==> config.mk <==
export PLATFORM = sky130hd
export DESIGN_NAME = recovery_rx_top
export DESIGN_NICKNAME = d
export VERILOG_FILES = /design/src/logic/rcv_link_pkg.sv /design/src/logic/recovery_pkg.sv /design/src/logic/cmd_rec_if.sv /design/src/logic/rx_tok_if.sv /design/src/logic/payload_egress.sv /design/src/logic/pec_crc8.sv /design/src/logic/recovery_cmd_parser.sv /design/src/logic/recovery_rx_top.sv /design/src/logic/rx_tok_buffer.sv
export SDC_FILE = /design/constraint.sdc
export NUM_CORES = 1
export LEC_CHECK = 0
export CAP_MARGIN = 30
export CORE_UTILIZATION = 63
export CTS_CLUSTER_DIAMETER = 60
export DETAILED_ROUTE_END_ITERATION = 7
export DONT_BUFFER_PORTS = 1
export PLACE_DENSITY = 0.79
export SLEW_MARGIN = 40
export SYNTH_ARGS = -nofsm -noshare
export SYNTH_HDL_FRONTEND = slang
export SYNTH_HIERARCHICAL = 1
export SYNTH_SLANG_ARGS = --single-unit
==> constraint.sdc <==
create_clock -name clk_i -period 4.25 [get_ports clk_i]
set_clock_uncertainty 0.05 [all_clocks]
set_input_delay 0.2125 -clock clk_i [delete_from_list [all_inputs] [get_ports clk_i]]
set_output_delay 0.2125 -clock clk_i [all_outputs]
set_load 0.01 [all_outputs]
==> src/logic/rcv_link_pkg.sv <==
package rcv_link_pkg;

  // Token kinds on the upstream byte link
  typedef enum logic [1:0] {
    TokByte  = 2'd0,
    TokStart = 2'd1,
    TokStop  = 2'd2
  } tok_kind_e;

  // Input token FIFO
  localparam int unsigned RxDepth = 4;

  // Upstream starts with one credit per free input slot
  localparam int unsigned RxCredits = RxDepth;

  // Payload FIFO towards the downstream
  localparam int unsigned PayDepth = 8;

  // Most credits the downstream may have outstanding
  localparam int unsigned PayCredits = 4;

endpackage

==> src/logic/recovery_pkg.sv <==
package recovery_pkg;

  // CRC-8 polynomial of the packet error code, MSB first
  localparam logic [7:0] PecPoly = 8'h07;

  // Width of the length field
  localparam int unsigned MaxLen = 16;

  // Read view of the two bytes after the command code
  typedef struct packed {
    logic [7:0] pad;
    logic [7:0] pec;
  } hdr_rd_t;

  // Second and third header bytes, length for a write or PEC for a read
  typedef union packed {
    logic [MaxLen-1:0] len;
    hdr_rd_t           rd;
  } hdr_word_u;

  // Decoded command handed to the output side
  typedef struct packed {
    logic              is_rd;
    logic [7:0]        code;
    logic [MaxLen-1:0] len;
    logic              error;
  } cmd_rec_t;

endpackage

==> src/logic/cmd_rec_if.sv <==
interface cmd_rec_if;

  // Payload byte stream
  logic                   pay_valid;
  logic [7:0]             pay_data;
  logic                   pay_full;

  // Command record handshake
  logic                   rec_valid;
  recovery_pkg::cmd_rec_t rec;
  logic                   rec_ack;

  modport prs (
    output pay_valid,
    output pay_data,
    input  pay_full,
    output rec_valid,
    output rec,
    input  rec_ack
  );

  modport egr (
    input  pay_valid,
    input  pay_data,
    output pay_full,
    input  rec_valid,
    input  rec,
    output rec_ack
  );

endinterface

==> src/logic/rx_tok_if.sv <==
interface rx_tok_if;

  // Head of the input FIFO
  logic                    valid;
  rcv_link_pkg::tok_kind_e kind;
  logic [7:0]              data;

  // Consume the head token
  logic                    pop;

  modport src (
    output valid,
    output kind,
    output data,
    input  pop
  );

  modport dst (
    input  valid,
    input  kind,
    input  data,
    output pop
  );

endinterface
==> src/logic/payload_egress.sv <==
module payload_egress (
  input  logic        clk_i,
  input  logic        rst_ni,
  cmd_rec_if.egr      cmd,
  input  logic        payload_credit_i,
  output logic        payload_valid_o,
  output logic [7:0]  payload_data_o,
  input  logic        cmd_done_i,
  output logic        cmd_valid_o,
  output logic        cmd_is_rd_o,
  output logic [7:0]  cmd_code_o,
  output logic [15:0] cmd_len_o,
  output logic        cmd_error_o
);

  localparam int unsigned PtrW = $clog2(rcv_link_pkg::PayDepth);
  localparam int unsigned CntW = $clog2(rcv_link_pkg::PayDepth + 1);
  localparam int unsigned CrdW = $clog2(rcv_link_pkg::PayCredits + 1);

  logic [7:0]      mem_q [rcv_link_pkg::PayDepth];
  logic [PtrW-1:0] wr_ptr_q;
  logic [PtrW-1:0] rd_ptr_q;
  logic [CntW-1:0] count_q;
  logic [CrdW-1:0] credit_q;
  logic            push;
  logic            pop;

  recovery_pkg::cmd_rec_t rec_q;
  logic                   rec_pend_q;
  logic                   rec_ack_q;
  logic                   done;

  assign cmd.pay_full = (count_q == CntW'(rcv_link_pkg::PayDepth));
  assign push         = cmd.pay_valid & ~cmd.pay_full;

  // A byte leaves only against a downstream credit
  assign pop             = (count_q != '0) & (credit_q != '0);
  assign payload_valid_o = pop;
  assign payload_data_o  = mem_q[rd_ptr_q];

  always_ff @(posedge clk_i) begin
    if (push) begin
      mem_q[wr_ptr_q] <= cmd.pay_data;
    end
  end

  always_ff @(posedge clk_i or negedge rst_ni) begin
    if (!rst_ni) begin
      wr_ptr_q <= '0;
      rd_ptr_q <= '0;
      count_q  <= '0;
      credit_q <= '0;
    end else begin
      if (push) begin
        wr_ptr_q <= wr_ptr_q + 1'b1;
      end
      if (pop) begin
        rd_ptr_q <= rd_ptr_q + 1'b1;
      end
      case ({push, pop})
        2'b10:   count_q <= count_q + 1'b1;
        2'b01:   count_q <= count_q - 1'b1;
        default: count_q <= count_q;
      endcase
      case ({payload_credit_i, pop})
        2'b10:   credit_q <= credit_q + 1'b1;
        2'b01:   credit_q <= credit_q - 1'b1;
        default: credit_q <= credit_q;
      endcase
    end
  end

  // Report only once all payload ahead of it has drained
  assign cmd_valid_o = rec_pend_q & (count_q == '0);
  assign done        = cmd_valid_o & cmd_done_i;

  // Parser keeps rec_valid up until the ack, so skip the ack cycle
  always_ff @(posedge clk_i or negedge rst_ni) begin
    if (!rst_ni) begin
      rec_pend_q <= 1'b0;
      rec_ack_q  <= 1'b0;
    end else begin
      rec_ack_q <= done;
      if (done) begin
        rec_pend_q <= 1'b0;
      end else if (cmd.rec_valid && !rec_pend_q && !rec_ack_q) begin
        rec_pend_q <= 1'b1;
      end
    end
  end

  always_ff @(posedge clk_i) begin
    if (cmd.rec_valid && !rec_pend_q && !rec_ack_q) begin
      rec_q <= cmd.rec;
    end
  end

  assign cmd.rec_ack = rec_ack_q;
  assign cmd_is_rd_o = rec_q.is_rd;
  assign cmd_code_o  = rec_q.code;
  assign cmd_len_o   = rec_q.len;
  assign cmd_error_o = rec_q.error;

endmodule

==> src/logic/pec_crc8.sv <==
module pec_crc8 (
  input  logic       clk_i,
  input  logic       rst_ni,
  input  logic       clear_i,
  input  logic       en_i,
  input  logic [7:0] data_i,
  output logic [7:0] crc_o
);

  logic [7:0] crc_q;
  logic [7:0] crc_next;

  // Fold one byte in, all eight bits in a single step
  always_comb begin
    crc_next = crc_q ^ data_i;
    for (int i = 0; i < 8; i++) begin
      if (crc_next[7]) begin
        crc_next = {crc_next[6:0], 1'b0} ^ recovery_pkg::PecPoly;
      end else begin
        crc_next = {crc_next[6:0], 1'b0};
      end
    end
  end

  // Clear wins over a byte in the same cycle
  always_ff @(posedge clk_i or negedge rst_ni) begin
    if (!rst_ni) begin
      crc_q <= '0;
    end else if (clear_i) begin
      crc_q <= '0;
    end else if (en_i) begin
      crc_q <= crc_next;
    end
  end

  assign crc_o = crc_q;

endmodule

==> src/logic/recovery_cmd_parser.sv <==
module recovery_cmd_parser (
  input  logic       clk_i,
  input  logic       rst_ni,
  input  logic       enable_i,
  rx_tok_if.dst      tok,
  cmd_rec_if.prs     rec,
  output logic       crc_clear_o,
  output logic       crc_en_o,
  output logic [7:0] crc_data_o,
  input  logic [7:0] crc_i
);

  typedef enum logic [2:0] {
    Idle   = 3'd0,
    RxCmd  = 3'd1,
    RxLenL = 3'd2,
    RxLenH = 3'd3,
    RxData = 3'd4,
    RxPec  = 3'd5,
    Report = 3'd6
  } state_e;

  state_e state_q;
  state_e state_d;

  recovery_pkg::hdr_word_u         hdr_q;
  logic [7:0]                      code_q;
  logic [7:0]                      pec_snap_q;
  logic [recovery_pkg::MaxLen-1:0] len_cnt_q;
  logic [recovery_pkg::MaxLen-1:0] len_next;
  logic                            is_rd_q;
  logic                            error_q;

  logic take;
  logic is_byte;
  logic is_start;
  logic is_stop;
  logic in_frame;

  assign take     = tok.valid & tok.pop;
  assign is_byte  = take & (tok.kind == rcv_link_pkg::TokByte);
  assign is_start = take & (tok.kind == rcv_link_pkg::TokStart);
  assign is_stop  = take & (tok.kind == rcv_link_pkg::TokStop);
  assign in_frame = (state_q inside {RxCmd, RxLenL, RxLenH, RxData, RxPec});

  // Length as it stands once the high byte arrives
  assign len_next = {tok.data, hdr_q.len[7:0]};

  assign crc_data_o   = tok.data;
  assign rec.pay_data = tok.data;

  always_comb begin
    state_d       = state_q;
    tok.pop       = 1'b1;
    rec.pay_valid = 1'b0;
    crc_clear_o   = 1'b0;
    crc_en_o      = 1'b0;
    if (!enable_i) begin
      // Recovery off, drain everything
      state_d = Idle;
    end else begin
      case (state_q)
        Idle: begin
          if (is_start) begin
            crc_clear_o = 1'b1;
            state_d     = RxCmd;
          end
        end
        RxCmd: begin
          if (is_byte) begin
            crc_en_o = 1'b1;
            state_d  = RxLenL;
          end
        end
        RxLenL: begin
          if (is_byte) begin
            crc_en_o = 1'b1;
            state_d  = RxLenH;
          end
        end
        RxLenH: begin
          if (is_byte) begin
            crc_en_o = 1'b1;
            state_d  = (len_next == '0) ? RxPec : RxData;
          end else if (is_start) begin
            // Repeated start, this was a read
            state_d = Report;
          end
        end
        RxData: begin
          // Hold a byte back while the egress is full, control tokens still go
          tok.pop       = (tok.kind != rcv_link_pkg::TokByte) | ~rec.pay_full;
          rec.pay_valid = tok.valid & (tok.kind == rcv_link_pkg::TokByte);
          if (is_byte) begin
            crc_en_o = 1'b1;
            if (len_cnt_q == 1) begin
              state_d = RxPec;
            end
          end
        end
        RxPec: begin
          if (is_byte) begin
            state_d = Report;
          end
        end
        Report: begin
          tok.pop = 1'b0;
          if (rec.rec_ack) begin
            state_d = Idle;
          end
        end
        default: state_d = Idle;
      endcase

      // Stop aborts a frame; a stray start begins a new one
      if (in_frame) begin
        if (is_stop) begin
          state_d = Idle;
        end else if (is_start && state_q != RxLenH) begin
          crc_clear_o = 1'b1;
          state_d     = RxCmd;
        end
      end
    end
  end

  always_ff @(posedge clk_i or negedge rst_ni) begin
    if (!rst_ni) begin
      state_q <= Idle;
    end else begin
      state_q <= state_d;
    end
  end

  // Header capture, length count and PEC verdict
  always_ff @(posedge clk_i) begin
    case (state_q)
      RxCmd: begin
        if (is_byte) begin
          code_q <= tok.data;
        end
      end
      RxLenL: begin
        if (is_byte) begin
          hdr_q.len[7:0] <= tok.data;
          // CRC over the command only, expected PEC of a read
          pec_snap_q     <= crc_i;
        end
      end
      RxLenH: begin
        if (is_byte) begin
          hdr_q.len[15:8] <= tok.data;
          len_cnt_q       <= len_next;
        end else if (is_start) begin
          is_rd_q <= 1'b1;
          error_q <= (hdr_q.rd.pec != pec_snap_q);
        end
      end
      RxData: begin
        if (is_byte) begin
          len_cnt_q <= len_cnt_q - 1'b1;
        end
      end
      RxPec: begin
        if (is_byte) begin
          is_rd_q <= 1'b0;
          error_q <= (tok.data != crc_i);
        end
      end
      default: begin
      end
    endcase
  end

  assign rec.rec_valid = (state_q == Report);
  assign rec.rec.is_rd = is_rd_q;
  assign rec.rec.code  = code_q;
  assign rec.rec.len   = is_rd_q ? '0 : hdr_q.len;
  assign rec.rec.error = error_q;

endmodule

==> src/logic/recovery_rx_top.sv <==
module recovery_rx_top (
  input  logic                    clk_i,
  input  logic                    rst_ni,
  input  logic                    recovery_enable_i,
  input  logic                    tok_valid_i,
  input  rcv_link_pkg::tok_kind_e tok_kind_i,
  input  logic [7:0]              tok_data_i,
  output logic                    credit_o,
  output logic                    payload_valid_o,
  output logic [7:0]              payload_data_o,
  input  logic                    payload_credit_i,
  output logic                    cmd_valid_o,
  output logic                    cmd_is_rd_o,
  output logic [7:0]              cmd_code_o,
  output logic [15:0]             cmd_len_o,
  output logic                    cmd_error_o,
  input  logic                    cmd_done_i
);

  logic       crc_clear;
  logic       crc_en;
  logic [7:0] crc_data;
  logic [7:0] crc;

  rx_tok_if  tok_link ();
  cmd_rec_if rec_link ();

  rx_tok_buffer u_rx_tok_buffer (
    .clk_i       (clk_i),
    .rst_ni      (rst_ni),
    .tok_valid_i (tok_valid_i),
    .tok_kind_i  (tok_kind_i),
    .tok_data_i  (tok_data_i),
    .credit_o    (credit_o),
    .tok         (tok_link.src)
  );

  recovery_cmd_parser u_recovery_cmd_parser (
    .clk_i       (clk_i),
    .rst_ni      (rst_ni),
    .enable_i    (recovery_enable_i),
    .tok         (tok_link.dst),
    .rec         (rec_link.prs),
    .crc_clear_o (crc_clear),
    .crc_en_o    (crc_en),
    .crc_data_o  (crc_data),
    .crc_i       (crc)
  );

  pec_crc8 u_pec_crc8 (
    .clk_i   (clk_i),
    .rst_ni  (rst_ni),
    .clear_i (crc_clear),
    .en_i    (crc_en),
    .data_i  (crc_data),
    .crc_o   (crc)
  );

  payload_egress u_payload_egress (
    .clk_i            (clk_i),
    .rst_ni           (rst_ni),
    .cmd              (rec_link.egr),
    .payload_credit_i (payload_credit_i),
    .payload_valid_o  (payload_valid_o),
    .payload_data_o   (payload_data_o),
    .cmd_done_i       (cmd_done_i),
    .cmd_valid_o      (cmd_valid_o),
    .cmd_is_rd_o      (cmd_is_rd_o),
    .cmd_code_o       (cmd_code_o),
    .cmd_len_o        (cmd_len_o),
    .cmd_error_o      (cmd_error_o)
  );

endmodule

==> src/logic/rx_tok_buffer.sv <==
module rx_tok_buffer (
  input  logic                    clk_i,
  input  logic                    rst_ni,
  input  logic                    tok_valid_i,
  input  rcv_link_pkg::tok_kind_e tok_kind_i,
  input  logic [7:0]              tok_data_i,
  output logic                    credit_o,
  rx_tok_if.src                   tok
);

  localparam int unsigned PtrW = $clog2(rcv_link_pkg::RxDepth);
  localparam int unsigned CntW = $clog2(rcv_link_pkg::RxDepth + 1);

  rcv_link_pkg::tok_kind_e kind_q [rcv_link_pkg::RxDepth];
  logic [7:0]              data_q [rcv_link_pkg::RxDepth];

  logic [PtrW-1:0] wr_ptr_q;
  logic [PtrW-1:0] rd_ptr_q;
  logic [CntW-1:0] count_q;
  logic            push;
  logic            pop;

  // Upstream only sends against a credit, so a push always finds room
  assign push = tok_valid_i;
  assign pop  = tok.valid & tok.pop;

  // Head of the FIFO
  assign tok.valid = (count_q != '0);
  assign tok.kind  = kind_q[rd_ptr_q];
  assign tok.data  = data_q[rd_ptr_q];

  // Storage
  always_ff @(posedge clk_i) begin
    if (push) begin
      kind_q[wr_ptr_q] <= tok_kind_i;
      data_q[wr_ptr_q] <= tok_data_i;
    end
  end

  // Pointers and fill level
  always_ff @(posedge clk_i or negedge rst_ni) begin
    if (!rst_ni) begin
      wr_ptr_q <= '0;
      rd_ptr_q <= '0;
      count_q  <= '0;
    end else begin
      if (push) begin
        wr_ptr_q <= wr_ptr_q + 1'b1;
      end
      if (pop) begin
        rd_ptr_q <= rd_ptr_q + 1'b1;
      end
      case ({push, pop})
        2'b10:   count_q <= count_q + 1'b1;
        2'b01:   count_q <= count_q - 1'b1;
        default: count_q <= count_q;
      endcase
    end
  end

  // One credit back per token taken
  always_ff @(posedge clk_i or negedge rst_ni) begin
    if (!rst_ni) begin
      credit_o <= 1'b0;
    end else begin
      credit_o <= pop;
    end
  end

endmodule

After elaboration in Yosys (flattened, before gate mapping)

Memories as Yosys holds them, arrays and structs flattened.
Cells that the tools add are included.
Widths: inputs -> output; s select.

$add $sub $neg: 11
Multiply operators: 0
Divide/modulo/power cells: 0
$lt $le $gt $ge: 0
Eq/ne operators: 24
Shift operators: 0
Muxes and demuxes: 58
Bitwise gates (word level): 20
Reduce and logical (&&, ||, !) cells: 27

Operators by type and width:

| cell                  | number |
|---|---|
| $mux 3                | 21 |
| $mux 16               | 2 |
| $pmux 16 s2           | 1 |
| $mux 1                | 25 |
| $not 3->3             | 8 |
| $pmux 3 s7            | 1 |
| $eq 16x1->1 const B   | 1 |
| $logic_not 16->1      | 1 |
| $mux 8                | 2 |
| $ne 8x8->1            | 2 |
| $reduce_bool 2->1     | 8 |
| $sub 16x1->16 const B | 1 |
| $add 3x1->3 const B   | 4 |
| $pmux 3 s2            | 2 |
| $and 1x1->1           | 9 |
| $eq 3x3->1 const B    | 3 |
| $eq 2x1->1 const B    | 4 |
| $eq 2x2->1 const B    | 4 |
| $ne 2x1->1 const B    | 4 |
| $pmux 4 s2            | 1 |
| $xor 8x8->8           | 1 |
| $eq 3x2->1 const B    | 2 |
| $pmux 1 s2            | 3 |
| $reduce_and 2->1      | 3 |
| other kinds (21)      | 27 |

Register bits: 110
Bits in latches: 0
Memory bits (writable): 104
Memory bits (read-only): 0
Output and inout port bits: 37
Logic and storage cells: 166
Memories kept: 3

Memories:

| memory                 | words | bits a word | rd ports | clocked after Yosys merged registers in | write ports | line                 | text |
|---|---|---|---|---|---|---|---|
| u_payload_egress.mem_q | 8     | 8           | 1        | 0                                       | 1           | payload_egress.sv:20 | `logic [7:0] mem_q [rcv_link_pkg::PayDepth];` |
| u_rx_tok_buffer.data_q | 4     | 8           | 1        | 0                                       | 1           | rx_tok_buffer.sv:15  | `logic [7:0] data_q [rcv_link_pkg::RxDepth];` |
| u_rx_tok_buffer.kind_q | 4     | 2           | 1        | 0                                       | 1           | rx_tok_buffer.sv:14  | `rcv_link_pkg::tok_kind_e kind_q [rcv_link_pkg::RxDepth];` |

Depth between registers and ports, before layout

An unclocked memory read counts as a cell.

Word-level depth: 20
Depth in mapped cells: 14
Depth with buffers taken out: 13

Cells and area by module

The synthesis kept the hierarchy.

Modules (own cells, without submodules):

| module              | instances | cells an instance | area each (um^2) | sequential area each (um^2) |
|---|---|---|---|---|
| payload_egress      | 1         | 202               | 4,083.9          | 3,078.0 |
| recovery_cmd_parser | 1         | 255               | 2,862.7          | 1,576.5 |
| rx_tok_buffer       | 1         | 89                | 1,874.3          | 1,401.3 |
| pec_crc8            | 1         | 57                | 645.6            | 200.2 |

Least setup slack after synthesis

Ideal clock, no wire load.

Path type: flip-flop to output port
From: register u_payload_egress.rd_ptr_q[0]
To: output port payload_data_o[0]
Data arrival time: 1.433 ns
Setup slack: 2.554 ns
Cell stages (with the launch flop): 5
Buffers on the path: 2
Cells stage by stage: dfrtp_1 > buf_6 > buf_12 > mux4_1 > mux2_2

Cells in the longest elaborated chain, start to end: 1

RTL lines:

| element                  | line                  | text |
|---|---|---|
| start: declaration       | payload_egress.sv:22  | `logic [PtrW-1:0] rd_ptr_q;` |
| start signal: assignment | payload_egress.sv:58  | `rd_ptr_q <= rd_ptr_q + 1'b1;` |
| $mem_v2 8x8              | --                    |  |
| end: declaration         | recovery_rx_top.sv:10 | `output logic [7:0] payload_data_o,` |

Every way passes these cells.

==> flow_summary_export.csv <==
group,metric,value,unit
outcome,status,"finished, final reports clean",
setup_path,cp_max_fo,7,
clock_tree,cts-root-buf,"clkbuf_16",
sta,tightest_slew,0.778,ns
synth,synth_edf_count,180,
synth,synth.distinct_cells,60,
place,place_congestion,0.880,
pwr,p_sw,2210,uW
die,die_w,125,um
pwr,clkPwrFrac,0.278,
die,die_area,15500,um2
setup_path,path_buf_inv,1,
setup_path,cp.required,4.58,ns
place,portBuffers,0,
sta,tns,0,ns
sta,setup_violations,0,
layout,area.sequential,6260,um2
detailed_routing,firstDrtPassIters,5,
clock_tree,post_cts_resized,0,
sta,layout_setup_ws,0.675,ns
synth,synth_cells,603,
layout,multi_input_area,2920,um2
place,pre_cts_slack,0.744,ns
synth,yosys_most_used_dff,"edfxtp_1",
synth,syn_nets,634,
pwr,p_comb_frac,0.306,
detailed_routing,vias_per_cell,6.14,
sta,post-route-min-period,3.58,ns
setup_path,critical_path_class,"flip-flop to flip-flop",
setup_path,cp-start-kind,"flip-flop",
clock_tree,insertion_delay,0.49,ns
die,io_pins,53,
pwr,p_leak,0.00372,uW
synth,seq_area_frac_synth,0.661,
detailed_routing,wl,17.8,mm
sta,slew_violations,0,
die,core,14600,um2
layout,antennaDiodeCount,0,
synth,ys_async_sr_fraction,0.159,
layout,nFillCells,892,
pwr,cellPowerDensity,685,nW/um2
synth,synth.cell_area,9470,um2
detailed_routing,first_iter_violations,431,
setup_path,cp_top_family,"multiplexers",
pwr,pwr-share-seq,0.416,
clock_tree,cts_tree,"done",
clock_tree,htree_levels,1,
synth,synth_seq_cells,214,
run,drv_cap,0,
grt,grt.total_usage,0.239,
grt,grt_max_degree,35,
die,initial_core_util,0.649,
setup_path,critPathSlowestCell,"mux4_2",
sta,clock.fmax,280,MHz
layout,drive_above_1_share,0.131,
setup_path,path_cells,"mux4_2 > nor2_1 > nand2_1 > nor3_1 > a21boi_1 > inv_1 > ha_1 > xor2_1 > ha_1 > a21oi_1 > xor2_1 > nor2_1 > xor2_1",
die,fp.dieH,125,um
detailed_routing,drc,0,
grt,grt_pass1_wl,28.4,mm
grt,antenna_found_initial,0,
die,num_rows,44,
clock_tree,cts_sinks,214,
clock_tree,cts_setup_buffers,0,
sta,final-hold-violation-count,0,
layout,area_growth,10.6,%
grt,grt_pass1_vias,5213,
min_path,holdCritPathClass,"primary input to flip-flop",
sta,slew_headroom,0.480,
detailed_routing,vias,5013,
pwr,ir_drop,0.486,mV
clock_tree,clockBufferDepth,3,
setup_path,cp-end-kind,"flip-flop",
setup_path,crit_arrival,3.90,ns
sta,rsz0062_at_grt,"no",
sta,period_share,0.841,
detailed_routing,routedWlPerCell,21.8,um
clock_tree,cts_made_buffers,22,
synth,syn_avg_cell_area,15.7,um2
detailed_routing,ant_nets,0,
setup_path,critPathMaxStageDelay,0.63,ns
clock_tree,path_clk_slew,0.06,ns
pwr,p_sw_frac,0.309,
layout,final_core_util,0.718,
synth,synth_warnings,6,
grt,grt.overflow.total,0,
setup_path,crit_path_frequent_cell,"xor2_1",
place,hpwl,11.1,mm
pwr,p_int,4960,uW
layout,fin_nets,648,
[placed cells by master, fill, tap and decap left out, drive strengths merged, types with 6 or more instances in the layout]
| cell | instances |
|---|---|
| nor2 | 33 |
| nor2b | 20 |
| dlygate4sd3 | 15 |
| mux4 | 26 |
| clkbuf | 30 |
| nand2b | 8 |
| edfxtp | 180 |
| buf | 11 |
| nor4 | 11 |
| nand2 | 34 |
| nand4 | 6 |
| nand3 | 9 |
| xnor2 | 32 |
| mux2 | 10 |
| o21ai | 22 |
| ha | 13 |
| dfrtp | 34 |
| xor2 | 29 |
| inv | 19 |
| a21oi | 13 |
| nor3b | 6 |
| nor3 | 9 |
| and2 | 7 |
[worst reg2reg max path: cells and delay by family, from the launching register on]
kind	cells	cell delay [ns]
AOI/OAI and AO/OA	2	0.55
xor gates and xnor gates	3	0.52
adders and majority gates	2	0.49
buffers and inverters	1	0.16
DFF	1	0.53
muxes	1	0.63
and+or+nand+nor	4	0.52
[stage by stage]
stage | instances | power [uW] | hold WS [ns] | cell area [um2]
2_1_floorplan | 603 | 4810 | -0.133 | 9470
3_3_place_gp | 761 | 5040 | -0.132 | 9540
3_5_place_dp | 761 | 5170 | -0.132 | 9540
4_1_cts | 817 | 7210 | 0.0223 | 10500
5_1_grt | 817 | 7500 | 0.0683 | 10500
6_report | 817 | 7170 | 0.0390 | 10500
[kinds of logic (layout without fill, tap and decap cells)]
family                     Yosys count  count (layout)  synth area share
AOI/OAI and AO/OA                   56              56            0.0363
buffers and inverters               53              83            0.0319
muxes                               37              37            0.0819
and+or+nand+nor                    161             161            0.0946
DFF                                214             214             0.661
adders and majority gates           15              15            0.0214
xor gates and xnor gates            67              67            0.0730
[Yosys cell counts (3+ instances only)]
cell type  number  area [um2]
edfxtp_1      180        5410
dfrtp_1        34         851
nand2_1        34         128
nor2_1         33         124
xnor2_1        31         272
xor2_1         29         254
o21ai_0        21         105
nor2b_1        20         125
buf_4          18         135
mux4_1         18         473
inv_1          17        63.8
a21oi_1        13        65.1
ha_1           13         163
clkbuf_1       11        41.3
mux2_2         10         113
nand3_1         9        45.0
nor4_1          9        56.3
mux4_2          8         180
nand2b_1        8        50.1
nor3_1          8        40.0
and2_1          7        43.8
nand4_1         5        31.3
nor3b_1         5        37.5
a31o_2          4        35.0
nand3b_1        4        30.0
a211oi_1        3        22.5
buf_2           3        15.0
or2_2           3        18.8
or3_1           3        18.8
xor3_1          3        71.3
[what timing repair did]
| action | CTS | global route |
|---|---|---|
| hold buffers | 16 | 0 |
| hold endpoints to repair | 82 | 0 |
| endpoints found under the setup margin | 0 | 0 |
[final cells by class]
class,count,area share
clock inverters,10,0.0143
repair buffers,26,0.0234
inverters,17,0.00609
flip-flops and latches,214,0.597
multi-input cells,336,0.278
well taps,184,0.0220
clock buffers,30,0.0584
[routing by layer]
layer | wire, um | up-vias | track usage | part of all wire
met3 | 892 | 31 | 0.0348 | 0.050
met4 | 359 | 0 | 0.0659 | 0.020
met2 | 9470 | 165 | 0.430 | 0.53
met5 | 0 | - | 0 | 0
met1 | 7090 | 2538 | 0.302 | 0.40
li1 | - | 2279 | - | -
[power groups by stage]
stage	registers, uW	logic (uW)	clock network (uW)
global placement	3000	2040	0
CTS	2980	2210	2030
floorplan	2840	1970	0
global route	3020	2380	2100
detailed placement	3020	2150	0
finish	2980	2200	1990
[registers in the layout, indices dropped and copies added (netlist names), 2 cells and up]
name / count
u_payload_egress/cmd_len_o: 16
u_recovery_cmd_parser/hdr_q: 16
u_recovery_cmd_parser/code_q: 8
u_recovery_cmd_parser/len_cnt_q: 16
u_rx_tok_buffer/data_q: 32
u_recovery_cmd_parser/pec_snap_q: 8
u_payload_egress/credit_q: 3
u_rx_tok_buffer/rd_ptr_q: 2
u_rx_tok_buffer/wr_ptr_q: 2
u_rx_tok_buffer/count_q: 3
u_rx_tok_buffer/kind_q: 8
u_payload_egress/count_q: 4
u_recovery_cmd_parser/state_q: 3
u_payload_egress/wr_ptr_q: 3
u_payload_egress/cmd_code_o: 8
u_payload_egress/rd_ptr_q: 3
u_pec_crc8/crc_o: 8
u_payload_egress/mem_q: 64
[worst paths after layout]
path	startpoint	slack, ns	end	cells past startpoint
worst min register to register	u_recovery_cmd_parser/code_q[6]	0.37	u_payload_egress/cmd_code_o[6]	0
worst min-delay path	tok_valid_i	0.04	u_rx_tok_buffer/count_q[0]	3
min in group asynchronous	rst_ni	0.12	u_rx_tok_buffer/credit_o	2
worst max-delay path	u_rx_tok_buffer/rd_ptr_q[0]	0.67	u_payload_egress/count_q[2]	13
max in group asynchronous	rst_ni	3.82	u_payload_egress/rd_ptr_q[0]	2
worst max register to register	u_rx_tok_buffer/rd_ptr_q[0]	0.67	u_payload_egress/count_q[2]	13
(Power assumes the default switching activity.)
